File: config.mk
export PLATFORM = sky130hd
export DESIGN_NAME = cl_shell_ctl_top
export DESIGN_NICKNAME = d
export VERILOG_FILES = /design/src/design/cl_pkg.sv /design/src/design/stat_pipe.sv /design/src/design/ctl_decode.sv /design/src/design/scrub_status.sv /design/src/design/cl_shell_ctl_top.sv
export VERILOG_INCLUDE_DIRS = /design/src /design/src/design
export SDC_FILE = /design/constraint.sdc
export NUM_CORES = 1
export LEC_CHECK = 0
export ABC_AREA = 1
export BUFFER_PORTS_ARGS = -buffer_cell sky130_fd_sc_hd__buf_2
export CAP_MARGIN = 30
export CORE_AREA = 2 2 364 366
export CTS_BUF_LIST = sky130_fd_sc_hd__clkbuf_2
export CTS_CLUSTER_DIAMETER = 30
export DETAILED_ROUTE_END_ITERATION = 8
export DIE_AREA = 0 0 366 368
export SYNTH_ARGS = -nofsm -noshare
export SYNTH_HDL_FRONTEND = slang
export SYNTH_SLANG_ARGS = --single-unit
File: constraint.sdc
create_clock -name clk -period 1.5 [get_ports clk]
set_clock_uncertainty 0.1 [all_clocks]
set_input_delay 0.3 -clock clk [delete_from_list [all_inputs] [get_ports clk]]
set_output_delay 0.3 -clock clk [all_outputs]
set_load 0.005 [all_outputs]
File: src/design/cl_cfg.svh
`ifndef CL_CFG_SVH
`define CL_CFG_SVH

// ---------------------------------------------------------------------------
// Identification and status constants
// ---------------------------------------------------------------------------

`define CL_ID0 32'h1d50_6789
`define CL_ID1 32'h1d51_fedc
`define CL_VERSION 32'hee_ee_ee_00

// Upper 20 bits of status0 when debug is off
`define CL_STATUS_TAG 20'ha1111

// ---------------------------------------------------------------------------
// Structure of the block
// ---------------------------------------------------------------------------

// Register stages on every statistics path
`define CL_STAT_STAGES 4

`define CL_NUM_DDR 4
`define CL_NUM_STAT 3
`define CL_NUM_HMC 2

`endif

File: src/design/cl_pkg.sv
package cl_pkg;

  // ---------------------------------------------------------------------------
  // DDR statistics channel
  // ---------------------------------------------------------------------------

  // Shell to controller, one request per cycle at most
  typedef struct packed {
    logic        wr;
    logic        rd;
    logic [7:0]  addr;
    logic [31:0] wdata;
  } stat_req_t;

  // Controller to shell
  typedef struct packed {
    logic        ack;
    logic [7:0]  intr;
    logic [31:0] rdata;
  } stat_ack_t;

  // ---------------------------------------------------------------------------
  // Scrubber observation
  // ---------------------------------------------------------------------------

  // Scrubber FSM state as reported by the scrubber
  typedef logic [2:0] scrb_state_t;

  // Current scrub address, full 64-bit memory address
  typedef logic [63:0] scrb_addr_t;

  // Debug memory select from ctl0[30:28]
  typedef logic [2:0] ctl_sel_t;

endpackage

File: src/design/stat_pipe.sv
`timescale 1ns/1ps

`include "cl_cfg.svh"

module stat_pipe #(
  parameter type T = cl_pkg::stat_req_t
) (
  input  logic clk,
  input  logic sync_rst_n,
  input  T     in_data,
  output T     out_data
);

  localparam int STAGES = `CL_STAT_STAGES;

  // Stage 0 takes the input, the last stage drives the output
  T stage_q [STAGES];

  always_ff @(posedge clk or negedge sync_rst_n)
  begin
    if (!sync_rst_n)
    begin
      for (int i = 0; i < STAGES; i++)
      begin
        stage_q[i] <= '0;
      end
    end
    else
    begin
      stage_q[0] <= in_data;
      for (int i = 1; i < STAGES; i++)
      begin
        stage_q[i] <= stage_q[i-1];
      end
    end
  end

  assign out_data = stage_q[STAGES-1];

endmodule

File: src/design/ctl_decode.sv
`timescale 1ns/1ps

`include "cl_cfg.svh"

module ctl_decode (
  input  logic                   clk,
  input  logic                   sync_rst_n,
  input  logic [31:0]            ctl0,
  input  logic                   flr_assert,
  output logic [`CL_NUM_DDR-1:0] ddr_scrb_en,
  output logic [`CL_NUM_HMC-1:0] hmc_scrb_en,
  output logic                   dbg_en,
  output cl_pkg::ctl_sel_t       dbg_sel,
  output logic                   flr_done
);

  logic [31:0] ctl0_q;
  logic        flr_q;

  // ---------------------------------------------------------------------------
  // Control word capture
  // ---------------------------------------------------------------------------

  always_ff @(posedge clk or negedge sync_rst_n)
  begin
    if (!sync_rst_n)
      ctl0_q <= 32'd0;
    else
      ctl0_q <= ctl0;
  end

  // DDR2 and DDR3 enables sit swapped in the control word
  assign ddr_scrb_en[0] = ctl0_q[0];
  assign ddr_scrb_en[1] = ctl0_q[1];
  assign ddr_scrb_en[3] = ctl0_q[2];
  assign ddr_scrb_en[2] = ctl0_q[3];

  assign hmc_scrb_en = ctl0_q[5:4];

  // Debug view of status and ID words
  assign dbg_en  = ctl0_q[31];
  assign dbg_sel = ctl0_q[30:28];

  // ---------------------------------------------------------------------------
  // Function-level reset response
  // ---------------------------------------------------------------------------

  always_ff @(posedge clk or negedge sync_rst_n)
  begin
    if (!sync_rst_n)
    begin
      flr_q    <= 1'b0;
      flr_done <= 1'b0;
    end
    else
    begin
      flr_q    <= flr_assert;
      flr_done <= flr_q && !flr_done;   // toggles while request held
    end
  end

endmodule

File: src/design/scrub_status.sv
`timescale 1ns/1ps

`include "cl_cfg.svh"

module scrub_status (
  input  logic                   clk,
  input  logic                   sync_rst_n,
  input  logic                   dbg_en,
  input  cl_pkg::ctl_sel_t       dbg_sel,
  input  logic [`CL_NUM_DDR-1:0] scrb_done,
  input  cl_pkg::scrb_state_t    scrb_state [`CL_NUM_DDR],
  input  cl_pkg::scrb_addr_t     scrb_addr [`CL_NUM_DDR],
  input  logic [`CL_NUM_HMC-1:0] hmc_scrb_done,
  input  logic [`CL_NUM_HMC-1:0] hmc_link_up,
  input  logic [2:0]             ddr_ready,
  input  logic                   shell_ddr_ready,
  output logic [31:0]            status0,
  output logic [31:0]            id0,
  output logic [31:0]            id1
);

  logic               shell_rdy_q;
  logic [3:0]         done_nib;
  logic [3:0]         rdy_nib;
  logic [11:0]        low_bits;
  logic [31:0]        status_nxt;
  cl_pkg::scrb_addr_t sel_addr;

  // ---------------------------------------------------------------------------
  // Readiness and done summary
  // ---------------------------------------------------------------------------

  // Shell ready comes from outside the controller, so capture it first
  always_ff @(posedge clk or negedge sync_rst_n)
  begin
    if (!sync_rst_n)
      shell_rdy_q <= 1'b0;
    else
      shell_rdy_q <= shell_ddr_ready;
  end

  assign rdy_nib  = {ddr_ready[2], shell_rdy_q, ddr_ready[1], ddr_ready[0]};
  assign done_nib = {scrb_done[2], scrb_done[3], scrb_done[1], scrb_done[0]};

  // Shared by both status layouts
  assign low_bits = {hmc_scrb_done[1], hmc_scrb_done[0], hmc_link_up[1:0],
                     done_nib, rdy_nib};

  // ---------------------------------------------------------------------------
  // Output word selection
  // ---------------------------------------------------------------------------

  always_comb
  begin
    if (dbg_en)
      status_nxt = {1'b0, scrb_state[2],
                    1'b0, scrb_state[3],
                    1'b0, scrb_state[1],
                    1'b0, scrb_state[0],
                    4'd0, low_bits};
    else
      status_nxt = {`CL_STATUS_TAG, low_bits};
  end

  // Select codes follow the same ddr2/ddr3 swap as the enables
  always_comb
  begin
    case (dbg_sel)
      3'd3:    sel_addr = scrb_addr[2];
      3'd2:    sel_addr = scrb_addr[3];
      3'd1:    sel_addr = scrb_addr[1];
      default: sel_addr = scrb_addr[0];
    endcase
  end

  always_ff @(posedge clk or negedge sync_rst_n)
  begin
    if (!sync_rst_n)
    begin
      status0 <= 32'd0;
      id0     <= 32'd0;
      id1     <= 32'd0;
    end
    else
    begin
      status0 <= status_nxt;
      id0     <= dbg_en ? sel_addr[31:0] : `CL_ID0;
      id1     <= dbg_en ? sel_addr[63:32] : `CL_ID1;
    end
  end

endmodule

File: src/design/cl_shell_ctl_top.sv
`timescale 1ns/1ps

`include "cl_cfg.svh"

module cl_shell_ctl_top (
  input  logic                   clk,
  input  logic                   sync_rst_n,

  // Control word and function-level reset
  input  logic [31:0]            ctl0,
  input  logic                   flr_assert,
  output logic                   flr_done,

  // Scrub enables
  output logic [`CL_NUM_DDR-1:0] ddr_scrb_en,
  output logic [`CL_NUM_HMC-1:0] hmc_scrb_en,

  // Scrubber and readiness observation
  input  logic [`CL_NUM_DDR-1:0] scrb_done,
  input  cl_pkg::scrb_state_t    scrb_state [`CL_NUM_DDR],
  input  cl_pkg::scrb_addr_t     scrb_addr [`CL_NUM_DDR],
  input  logic [`CL_NUM_HMC-1:0] hmc_scrb_done,
  input  logic [`CL_NUM_HMC-1:0] hmc_link_up,
  input  logic [2:0]             ddr_ready,
  input  logic                   shell_ddr_ready,

  // Status words toward the shell
  output logic [31:0]            status0,
  output logic [31:0]            status1,
  output logic [31:0]            id0,
  output logic [31:0]            id1,

  // DDR statistics, requests toward the controller, acks back
  input  cl_pkg::stat_req_t      stat_req_in [`CL_NUM_STAT],
  output cl_pkg::stat_req_t      stat_req_out [`CL_NUM_STAT],
  input  cl_pkg::stat_ack_t      stat_ack_in [`CL_NUM_STAT],
  output cl_pkg::stat_ack_t      stat_ack_out [`CL_NUM_STAT]
);

  logic             dbg_en;
  cl_pkg::ctl_sel_t dbg_sel;

  // ---------------------------------------------------------------------------
  // Control decode and status
  // ---------------------------------------------------------------------------

  ctl_decode u_ctl_decode (
    .clk         (clk),
    .sync_rst_n  (sync_rst_n),
    .ctl0        (ctl0),
    .flr_assert  (flr_assert),
    .ddr_scrb_en (ddr_scrb_en),
    .hmc_scrb_en (hmc_scrb_en),
    .dbg_en      (dbg_en),
    .dbg_sel     (dbg_sel),
    .flr_done    (flr_done)
  );

  scrub_status u_scrub_status (
    .clk             (clk),
    .sync_rst_n      (sync_rst_n),
    .dbg_en          (dbg_en),
    .dbg_sel         (dbg_sel),
    .scrb_done       (scrb_done),
    .scrb_state      (scrb_state),
    .scrb_addr       (scrb_addr),
    .hmc_scrb_done   (hmc_scrb_done),
    .hmc_link_up     (hmc_link_up),
    .ddr_ready       (ddr_ready),
    .shell_ddr_ready (shell_ddr_ready),
    .status0         (status0),
    .id0             (id0),
    .id1             (id1)
  );

  assign status1 = `CL_VERSION;

  // ---------------------------------------------------------------------------
  // Statistics pipelines, one request and one ack path per channel
  // ---------------------------------------------------------------------------

  for (genvar ch = 0; ch < `CL_NUM_STAT; ch++)
  begin : g_stat
    stat_pipe #(
      .T(cl_pkg::stat_req_t)
    ) u_req_pipe (
      .clk        (clk),
      .sync_rst_n (sync_rst_n),
      .in_data    (stat_req_in[ch]),
      .out_data   (stat_req_out[ch])
    );

    stat_pipe #(
      .T(cl_pkg::stat_ack_t)
    ) u_ack_pipe (
      .clk        (clk),
      .sync_rst_n (sync_rst_n),
      .in_data    (stat_ack_in[ch]),
      .out_data   (stat_ack_out[ch])
    );
  end

endmodule

==> run_results.csv, run 1 <==
group,metric,value,unit
place,place_area,0.0381,sq mm
clock_tree,cts_setup_buffers,46,
synthesis,synth_warnings,0,
synthesis,synth_flop_cell,"dfrtp_1",
synthesis,yosysTopAreaCell,"dfrtp_1",
synthesis,yosysMostFrequentCell,"dfrtp_1",
place,place.gp.congestion,0.932,
synthesis,ys_seq_area_share,84.9,%
floorplanning,num_rows,133,
clock_tree,postCtsHoldBufs,1000,
synthesis,synth-edff-count,0,
floorplanning,dieHeight,368,um
place,io_buffers,887,
clock_tree,root_buffer,"clkbuf_2",
clock_tree,cts_resized,323,
synthesis,synthArstFlopShare,100,%
clock_tree,h-tree-depth,5,
clock_tree,cts_buffer_depth,4,
outcome,outcome,"did not finish",
synthesis,syn_area,0.0324,sq mm
floorplanning,start_util,24.7,%
synthesis,synth-seq-cells,1098,
synthesis,synthDistinctLibCells,19,
synthesis,yosysTopAreaCellShare,84.9,%
outcome,stop_error,"[ERROR RSZ-0060] Max buffer count reached.",
synthesis,syn_inst,1991,
floorplanning,ios,948,
outcome,stop_stage,"clock tree synthesis",
clock_tree,cts_buffers,300,
place,pre_cts_ws,-245,ps
clock_tree,cts.sinks,1098,
synthesis,ys_top_cells_by_count,"dfrtp_1 (1,098), buf_4 (297), nand2_1 (202), nor2_1 (129), nand4_1 (93)",
synthesis,netlist_top_cells_area,"dfrtp_1 (85%), buf_4 (6.9%), nand2_1 (2.3%)",
synthesis,synth.avg_cell_area,16.3,sq um
floorplanning,die_w,366,um
place,dp_hpwl,69.1,mm
==> through the flow <==
stage                     cells  hold WS [ps]
after global placement     4456           231
after detailed placement   4456           235
after floorplan            2027         -95.6
==> cells by family after synthesis <==
group	Yosys count	synth area share (%)
AND/OR/NAND/NOR	434	5.89
other	2	0.0232
buffers and inverters	393	8.21
AO/OA/AOI/OAI	64	0.990
flip-flops	1098	84.9
==> run 2, diff against run 1 <==
CORE_AREA = 2 2 374 376   (was 2 2 364 366)
CTS_BUF_LIST = not set   (was sky130_fd_sc_hd__clkbuf_2)
CTS_CLUSTER_DIAMETER = not set   (was 30)
DIE_AREA = 0 0 376 378   (was 0 0 366 368)
PLACE_DENSITY_LB_ADDON = 0.15   (was not set)
==> run 2 against run 1 <==
The flow now finishes, with violations (setup timing). Area after synthesis unchanged. Synthesized cell count did not move.
==> run_results.csv, run 2 <==
group,metric,value,unit
outcome,outcome,"complete, but fails checks",
outcome,violations,"setup timing",
floorplanning,fp.coreArea,0.139,sq mm
timing,whs,90.7,ps
timing,layout_min_cycle_time,1700,ps
synthesis,yosysTopAreaCellShare,84.9,%
place,pre_cts_ws,-25.1,ps
synthesis,syn_area,0.0324,sq mm
floorplanning,die_area,0.142,sq mm
worst_setup_path,path_delay_family,"flip-flops",
flow_run,max_cap_violations,0,
worst_setup_path,path_max_fanout,1,
global_routing,grt_pass1_vias,21473,
timing,maxSlewViolCount,0,
synthesis,syn_inst,1991,
timing,fmax,587,MHz
floorplanning,dieHeight,378,um
worst_setup_path,rrSetupSlack,70,ps
min_path,hold_path.class,"in -> async",
worst_setup_path,worst_ep_required_time,1100,ps
finish,synthToLayoutAreaGrowth,49.9,%
synthesis,yosysTopAreaCell,"dfrtp_1",
floorplanning,num_rows,137,
worst_setup_path,crit_type,"reg -> out",
worst_setup_path,max_stage_delay,460,ps
synthesis,synth-edff-count,0,
clock_tree,cts_buffers,118,
timing,fin_crit_sh,114,%
detailed_routing,drc,0,
power,p_per_area,1380,mW/mm^2
finish,largest-register,"g_stat.u_req_pipe.stage_q",
detailed_routing,wl,91.3,mm
clock_tree,path_clk_slew,60,ps
detailed_routing,via_per_inst,3.68,
finish,layout_common_cells,"dfrtp_1 (1,095), buf_2 (760), dlygate4sd3_1 (552)",
timing,setup_tns,-41720,ps
clock_tree,cts.sinks,1098,
detailed_routing,firstDrtPassIters,5,
power,leakage,23.1,nW
power,irDropWorstVdd,0.000966,V
timing,final-setup-viol-count,346,
timing,finalWorstSetupSlack,-203,ps
worst_setup_path,cp_cell_sequence,"buf_6",
global_routing,grt_pass1_wl,134,mm
detailed_routing,dr.first_iter.drc_count,833,
clock_tree,root_buffer,"clkbuf_16",
synthesis,synth_warnings,0,
clock_tree,cts_buffer_depth,3,
clock_tree,cts_tree,"done",
finish,nets,3899,
detailed_routing,vias,19336,
synthesis,synth.avg_cell_area,16.3,sq um
synthesis,yosysMostFrequentCell,"dfrtp_1",
power,power.total,67.1,mW
detailed_routing,postRouteAntennaNets,0,
global_routing,track_usage,12.6,%
global_routing,grt_overflow,0,
place,dp_hpwl,66.8,mm
synthesis,synth_flop_cell,"dfrtp_1",
synthesis,synthDistinctLibCells,19,
worst_setup_path,end_kind,"output pin",
synthesis,synthArstFlopShare,100,%
clock_tree,clock_latency,730,ps
place,place.gp.congestion,0.890,
synthesis,netlist_top_cells_area,"dfrtp_1 (85%), buf_4 (6.9%), nand2_1 (2.3%)",
global_routing,grt_max_degree,65,
worst_setup_path,start_kind,"register",
worst_setup_path,crit_path_top_delay_cell,"dfrtp_2",
timing,hold_viol_final,0,
floorplanning,start_util,23.4,%
finish,final_common_cell,"dfrtp_1",
timing,worst_slew_pin_slew,544,ps
synthesis,synth-seq-cells,1098,
place,io_buffers,887,
clock_tree,h-tree-depth,3,
worst_setup_path,crit_arrival,1300,ps
worst_setup_path,worstPathBufferInverterCount,1,
floorplanning,die_w,376,um
synthesis,ys_top_cells_by_count,"dfrtp_1 (1,098), buf_4 (297), nand2_1 (202), nor2_1 (129), nand4_1 (93)",
timing,rsz0062_at_grt,"yes",
floorplanning,ios,948,
finish,largest_reg_flops,378,
detailed_routing,avgRoutedWirePerCell,17.4,um
finish,drive_above_1_share,35.0,%
global_routing,antenna_found_initial,13,
timing,slew_headroom,63.6,%
synthesis,ys_seq_area_share,84.9,%
-- run 2: cell counts after synthesis --
Identical to the previous run, type by type.
-- run 2: final timing paths --
path                                              startpoint                           endpoint  cells after the start
max                        g_stat[2].u_req_pipe.out_data[13]                   stat_req_out[13]                      1
min                                               sync_rst_n  g_stat[0].u_req_pipe.stage_q[114]                      3
min reg2reg                 g_stat[0].u_ack_pipe.stage_q[97]   g_stat[0].u_ack_pipe.stage_q[56]                      0
max reg2reg                          u_ctl_decode.ctl0_q[28]             u_scrub_status.id0[21]                      6
min in group clk                             stat_ack_in[14]  g_stat[2].u_ack_pipe.stage_q[137]                      2
max in group asynchronous                         sync_rst_n   g_stat[2].u_req_pipe.stage_q[43]                      3
-- run 2: final cells by class --
type	instances	area, sq um
inverters	49	186
fillers	13500	90000
diodes	11	27.5
multi-input cells	536	2390
clock buffers	161	3370
repair buffers	1532	11900
flip-flops and latches	1098	27500
well taps	1807	2260
clock inverters	60	863
-- run 2: stage by stage --
| step | instances | cell area (sq um) | utilization, % |
|---|---|---|---|
| after floorplan | 2027 | 32500 | - |
| after global placement | 4468 | 37900 | 27.3 |
| after detailed placement | 4468 | 37900 | 27.3 |
| after CTS | 5242 | 48400 | 34.9 |
| after global routing | 5251 | 48500 | 35.0 |
| final | 5254 | 48500 | 35.0 |
-- run 2: logic make-up (layout without fill, tap and decap cells) --
logic type / after synthesis / count (layout) / synth area share (%)
DFF: 1098 / 1098 / 84.9
other: 2 / 49 / 0.0232
buffers and inverters: 393 / 1802 / 8.21
AOI/OAI and AO/OA: 64 / 64 / 0.990
and+or+nand+nor: 434 / 434 / 5.89
-- run 2: worst register-to-register path: stages (launching register included) --
cell	delay (ps)
dfrtp_2	460
buf_4	180
buf_4	200
nand4_1	140
nand2_1	80
nor2_2	140
nor2_1	60
-- run 2: routing by layer --
layer | global-route usage (%) | up-vias | share of wire [%]
li1 | - | 8635 | -
met1 | 13.4 | 9757 | 35
met2 | 23.2 | 739 | 55
met3 | 3.43 | 197 | 6.5
met4 | 5.87 | 8 | 4.0
met5 | 0 | - | 0.058
-- run 2: report_power, final --
part	switching [mW]	total, mW	internal [mW]
Sequential	0.460	31.6	31.2
Clock	12.3	30.9	18.6
Combinational	2.16	4.64	2.48
-- run 2: repair_timing --
item	4_1_cts	5_1_grt
cloned	0	1
pin swaps	0	1
hold buffers	552	0
buffers inserted	1	0
gates resized for setup	195	13
endpoints found under the setup margin	347	377
endpoints found under the hold margin	1446	0
No activity file was read; power rests on OpenSTA's default activity.
==> run 3, diff against run 2 <==
MAX_ROUTING_LAYER = met4   (was not set)
==> run 3 against run 2 <==
The flow still finishes with violations (setup timing). First-iteration DRC count fell by 5.8%. Via count increased by 0.46%. Sequential share of layout area increased by 0.29 points. Clock power decreased by 7.1%. Cell area down 0.51%. Combinational power is 1% higher. Non-clock buffer count rose by 3. Hold slack better by 7.8 ps. Sequential cell count unchanged. Global-route usage grew 0.39 points. Critical path type unchanged. Critical endpoint unchanged. Largest cell class unchanged. Highest routed layer is now met4.
==> run_results.csv, run 3 (same netlist as run 2, synthesis figures left out) <==
group,metric,value,unit
global_routing,grt_pass1_vias,21386,
worst_setup_path,start_kind,"register",
detailed_routing,dr.first_iter.drc_count,785,
worst_setup_path,cp_cell_sequence,"buf_6",
clock_tree,cts_tree,"done",
detailed_routing,firstDrtPassIters,5,
place,place.gp.congestion,0.892,
global_routing,grt_pass1_wl,133,mm
floorplanning,die_w,376,um
finish,multi_input_area,0.00243,sq mm
clock_tree,path_clk_slew,60,ps
worst_setup_path,crit_arrival,1330,ps
power,seqPwrFrac,48.7,%
worst_setup_path,crit_path_top_delay_cell,"dfrtp_2",
global_routing,track_usage,13.0,%
timing,rsz0062_at_grt,"yes",
timing,hold_viol_final,0,
finish,final_common_cell,"dfrtp_1",
finish,synthToLayoutAreaGrowth,49.1,%
finish,largest_reg_flops,378,
worst_setup_path,worst_ep_required_time,1100,ps
finish,seq_area,0.0275,sq mm
power,switching_power,14.7,mW
timing,layout_min_cycle_time,1730,ps
power,power_frac_clock,44.1,%
power,leakage,22.9,nW
outcome,violations,"setup timing",
detailed_routing,via_per_inst,3.70,
power,p_per_area,1350,mW/mm^2
power,irDropWorstVdd,0.00108,V
clock_tree,root_buffer,"clkbuf_16",
floorplanning,dieHeight,378,um
finish,fillers,13504,
detailed_routing,wl,92.0,mm
place,dp.cells,4470,
worst_setup_path,path_delay_family,"flip-flops",
worst_setup_path,end_kind,"output pin",
detailed_routing,vias,19425,
timing,fmax,579,MHz
finish,stdcell_count,5251,
finish,largest-register,"g_stat.u_req_pipe.stage_q",
flow_run,max_cap_violations,0,
clock_tree,cts_buffers,114,
clock_tree,cts_buffer_depth,3,
detailed_routing,avgRoutedWirePerCell,17.5,um
timing,fin_crit_sh,115,%
worst_setup_path,max_stage_delay,460,ps
worst_setup_path,path_max_fanout,1,
floorplanning,die_area,0.142,sq mm
timing,slew_headroom,45.7,%
floorplanning,num_rows,137,
power,power.total,65.0,mW
clock_tree,h-tree-depth,3,
global_routing,grt_overflow,0,
worst_setup_path,worstPathBufferInverterCount,1,
min_path,hold_path.class,"in -> async",
floorplanning,start_util,23.4,%
timing,final-setup-viol-count,351,
timing,maxSlewViolCount,0,
place,dp_hpwl,66.9,mm
power,pwr-share-comb,7.2,%
power,swShare,22.6,%
finish,layout_common_cells,"dfrtp_1 (1,095), buf_2 (767), dlygate4sd3_1 (550)",
timing,worst_slew_pin_slew,812,ps
global_routing,antenna_found_initial,14,
finish,nets,3898,
worst_setup_path,crit_type,"reg -> out",
floorplanning,ios,948,
finish,drive_above_1_share,35.1,%
timing,finalWorstSetupSlack,-226,ps
outcome,outcome,"complete, but fails checks",
power,intPower,50.3,mW
clock_tree,clock_latency,720,ps
detailed_routing,postRouteAntennaNets,0,
global_routing,grt_max_degree,65,
detailed_routing,drc,0,
clock_tree,cts.sinks,1098,
timing,setup_tns,-38760,ps
floorplanning,fp.coreArea,0.139,sq mm
place,io_buffers,887,
## run 3: cell types whose count changed in the layout (fill, tap and decap cells not counted), sizes merged, moves of 3 or more
| cell | previous run | this run |
|---|---|---|
| inv | 56 | 52 |
| clkbuf | 162 | 167 |
| bufinv | 16 | 7 |
| clkinv | 33 | 30 |
| buf | 979 | 982 |
| diode | 11 | 16 |
## run 3: repair_timing
| item | CTS | global route |
|---|---|---|
| setup endpoints to repair | 349 | 401 |
| gates resized for setup | 192 | 38 |
| endpoints found under the hold margin | 1446 | 17 |
| hold buffers | 550 | 1 |
| cloned | 1 | 3 |
| pin swaps | 0 | 3 |
| setup buffers | 1 | 0 |
## run 3: worst paths after layout
| path | from | end | slack [ps] | cells after the start |
|---|---|---|---|---|
| min in group clk | stat_req_in[94] | g_stat[0].u_req_pipe.stage_q[136] | 100 | 2 |
| worst min-delay path | sync_rst_n | g_stat[2].u_ack_pipe.out_data[18] | 100 | 3 |
| worst max-delay path | g_stat[2].u_req_pipe.out_data[13] | stat_req_out[13] | -230 | 1 |
| worst max register to register | u_ctl_decode.ctl0_q[29] | u_scrub_status.id0[19] | 60 | 6 |
| worst min register to register | g_stat[2].u_req_pipe.stage_q[55] | g_stat[2].u_req_pipe.out_data[13] | 200 | 0 |
| max in group asynchronous | sync_rst_n | g_stat[1].u_req_pipe.stage_q[93] | -20 | 3 |
## run 3: area by class of cell
class | count | area share (%)
diodes | 16 | 0.0829
clock buffers | 164 | 6.82
clock inverters | 46 | 1.26
inverters | 49 | 0.399
multi-input cells | 536 | 5.04
flip-flops and latches | 1098 | 56.9
well taps | 1807 | 4.68
repair buffers | 1535 | 24.8
## run 3: routing by layer
metal	vias up	share of wire [%]	global-route usage, %
li1	8645	-	-
met1	9845	35	13.4
met2	744	55	23.2
met3	191	6.5	3.35
met4	0	3.9	5.98
met5	-	0	-
## run 3: worst register-to-register path, cell delays in order, from the launching register on
cell and delay (ps):
dfrtp_2 430, buf_4 150, nand2_4 100, nand2_8 120, buf_8 180, o21ai_0 210
nor2_1 80
## run 3: power groups by stage
stage,registers [mW],clock network [mW],logic [mW]
after global routing,31.8,31.2,5.15
final,31.6,28.7,4.70
after CTS,31.6,30.0,4.75
after global placement,32.1,0,3.24
after floorplan,32.0,0,1.18
after detailed placement,32.1,0,3.27
## run 3: through the flow
step | hold slack, ps | instance area (sq um) | util [%] | setup WS [ps]
after CTS | 1.22 | 48000 | 34.7 | -336
final | 98.4 | 48300 | 34.9 | -226
after floorplan | -95.6 | 32500 | - | 249
after global placement | 70.4 | 37900 | 27.3 | 6.22
after detailed placement | 71.7 | 37900 | 27.3 | -34.2
after global routing | 35.3 | 48300 | 34.8 | -310
==> run 4, diff against run 3 <==
BUFFER_PORTS_ARGS = -buffer_cell sky130_fd_sc_hd__buf_4   (was -buffer_cell sky130_fd_sc_hd__buf_2)
==> run 4 against run 3 <==
The flow still finishes with violations (setup timing). Global-route usage rose by 0.35 points. Clock power rose by 4%. Sequential cell count did not move. Sequential power barely moved. Routed wire length rose by 0.92%.
==> run_results.csv, run 4 (same netlist as run 2, synthesis figures left out) <==
group,metric,value,unit
outcome,outcome,"complete, but fails checks",
outcome,violations,"setup timing",
detailed_routing,wl_met3,6.08,mm
worst_setup_path,start_kind,"register",
floorplanning,dieHeight,378,um
timing,layout_min_cycle_time,1680,ps
clock_tree,cts_tree,"done",
detailed_routing,avgRoutedWirePerCell,17.7,um
timing,hold_viol_final,0,
worst_setup_path,crit_type,"reg -> out",
detailed_routing,wirelength_met1,31.9,mm
power,p_per_area,1310,mW/mm^2
global_routing,grt_pass1_vias,21781,
place,place.gp.congestion,0.912,
floorplanning,die_area,0.142,sq mm
finish,final_common_cell,"dfrtp_1",
floorplanning,fp.coreArea,0.139,sq mm
worst_setup_path,startpoint,"g_stat[2].u_req_pipe.out_data[13]",
timing,rsz0062_at_grt,"yes",
place,pre_cts_ws,-6.71,ps
detailed_routing,dr_wl_met2,51.6,mm
finish,drive_above_1_share,34.2,%
worst_setup_path,max_stage_delay,460,ps
detailed_routing,dr.first_iter.drc_count,820,
worst_setup_path,path_max_fanout,1,
finish,largest-register,"g_stat.u_req_pipe.stage_q",
detailed_routing,vias,19379,
flow_run,max_cap_violations,0,
floorplanning,die_w,376,um
finish,nets,3898,
detailed_routing,firstDrtPassIters,5,
clock_tree,cts_buffer_depth,3,
clock_tree,cts_setup_buffers,0,
finish,largest_reg_flops,378,
place,dp_hpwl,68.2,mm
clock_tree,cts_buffers,116,
place,io_buffers,887,
floorplanning,ios,948,
floorplanning,start_util,23.4,%
timing,finalWorstSetupSlack,-180,ps
floorplanning,num_rows,137,
power,leakage,23.9,nW
worst_setup_path,worst_ep_required_time,1100,ps
finish,fillers,13290,
finish,layout_common_cells,"dfrtp_1 (1,095), buf_4 (578), dlygate4sd3_1 (571)",
timing,final-setup-viol-count,428,
global_routing,track_usage,13.4,%
clock_tree,clock_latency,730,ps
clock_tree,root_buffer,"clkbuf_16",
worst_setup_path,cp_cell_sequence,"buf_6",
clock_tree,cts.sinks,1098,
global_routing,grt_max_degree,83,
timing,fmax,595,MHz
detailed_routing,via_per_inst,3.69,
detailed_routing,postRouteAntennaNets,0,
global_routing,antenna_found_initial,13,
clock_tree,h-tree-depth,3,
worst_setup_path,worstPathBufferInverterCount,1,
worst_setup_path,crit_path_top_delay_cell,"dfrtp_2",
finish,synthToLayoutAreaGrowth,58.0,%
global_routing,grt_pass1_wl,138,mm
detailed_routing,wl,92.9,mm
detailed_routing,drc,0,
worst_setup_path,r2r-start,"u_ctl_decode.ctl0_q[28]",
timing,maxSlewViolCount,0,
worst_setup_path,crit_arrival,1280,ps
global_routing,grt_overflow,0,
power,irDropWorstVdd,0.00113,V
detailed_routing,top_layer_used,"met4",
clock_tree,path_clk_slew,60,ps
finish,finish.utilization,36.9,%
min_path,hold_path.class,"in -> async",
worst_setup_path,end_kind,"output pin",
timing,fin_crit_sh,112,%
worst_setup_path,path_delay_family,"flip-flops",
==> run 4: cell count changes in the layout (fill, tap and decap cells not counted), moves of 3 or more <==
cell	change
buf_2	-767
buf_4	+522
o21ai_0	+13
dlygate4sd3_1	+21
clkinv_4	-3
clkbuf_8	-4
bufinv_16	+7
buf_6	+228
o21ai_1	-11
a21oi_1	+11
inv_6	+3
a21oi_2	-11
==> run 4: cell type report <==
type | instances | area [sq um] | area share, %
inverter | 49 | 186 | 0.364
antenna | 15 | 37.5 | 0.0734
tap | 1807 | 2260 | 4.42
clock inverter | 55 | 833 | 1.63
clock buffer | 160 | 3280 | 6.41
multi-input combinational | 536 | 2390 | 4.66
sequential | 1098 | 27500 | 53.7
timing repair buffer | 1533 | 14700 | 28.7
==> run 4: routing by layer <==
layer | global-route usage, % | vias up
met5 | - | -
met4 | 5.56 | 0
met3 | 3.56 | 175
met2 | 24.1 | 744
met1 | 13.7 | 9812
li1 | - | 8648
==> run 4: report_power, final <==
part	internal, mW	switching, mW
Combinational	3.23	2.21
Sequential	31.2	0.535
Clock	17.8	12.1
==> run 4: worst paths after layout <==
path                                                     end  slack (ps)  depth (start not counted)
setup / recovery                            stat_req_out[13]        -180                          1
hold / removal             g_stat[1].u_ack_pipe.stage_q[156]          50                          3
setup reg to reg                       u_scrub_status.id1[4]         100                          7
hold reg to reg             g_stat[0].u_ack_pipe.stage_q[83]         200                          0
max in group asynchronous   g_stat[2].u_ack_pipe.stage_q[65]         -50                          5
min in group clk           g_stat[0].u_ack_pipe.stage_q[162]         110                          2
==> run 4: metrics by stage <==
| step | total power, mW | TNS (ps) | instance area (sq um) | hold slack (ps) | std cells |
|---|---|---|---|---|---|
| 6_report | 67.1 | -42740 | 51200 | 45.0 | 5253 |
| 5_1_grt | 70.2 | -92070 | 51100 | 34.5 | 5250 |
| 4_1_cts | 68.5 | -95560 | 51000 | 1.02 | 5236 |
| 3_5_place_dp | 36.1 | -6.71 | 39900 | 4.26 | 4451 |
| 3_3_place_gp | 36.0 | 0 | 39900 | 4.78 | 4451 |
| 2_1_floorplan | 33.2 | 0 | 32500 | -95.6 | 2027 |
==> run 4: repair_timing <==
item,in CTS,in global routing
hold endpoints to repair,1446,10
cloned,0,1
hold buffers,570,2
pin swaps,0,0
gates resized for setup,348,8
endpoints found under the setup margin,347,999
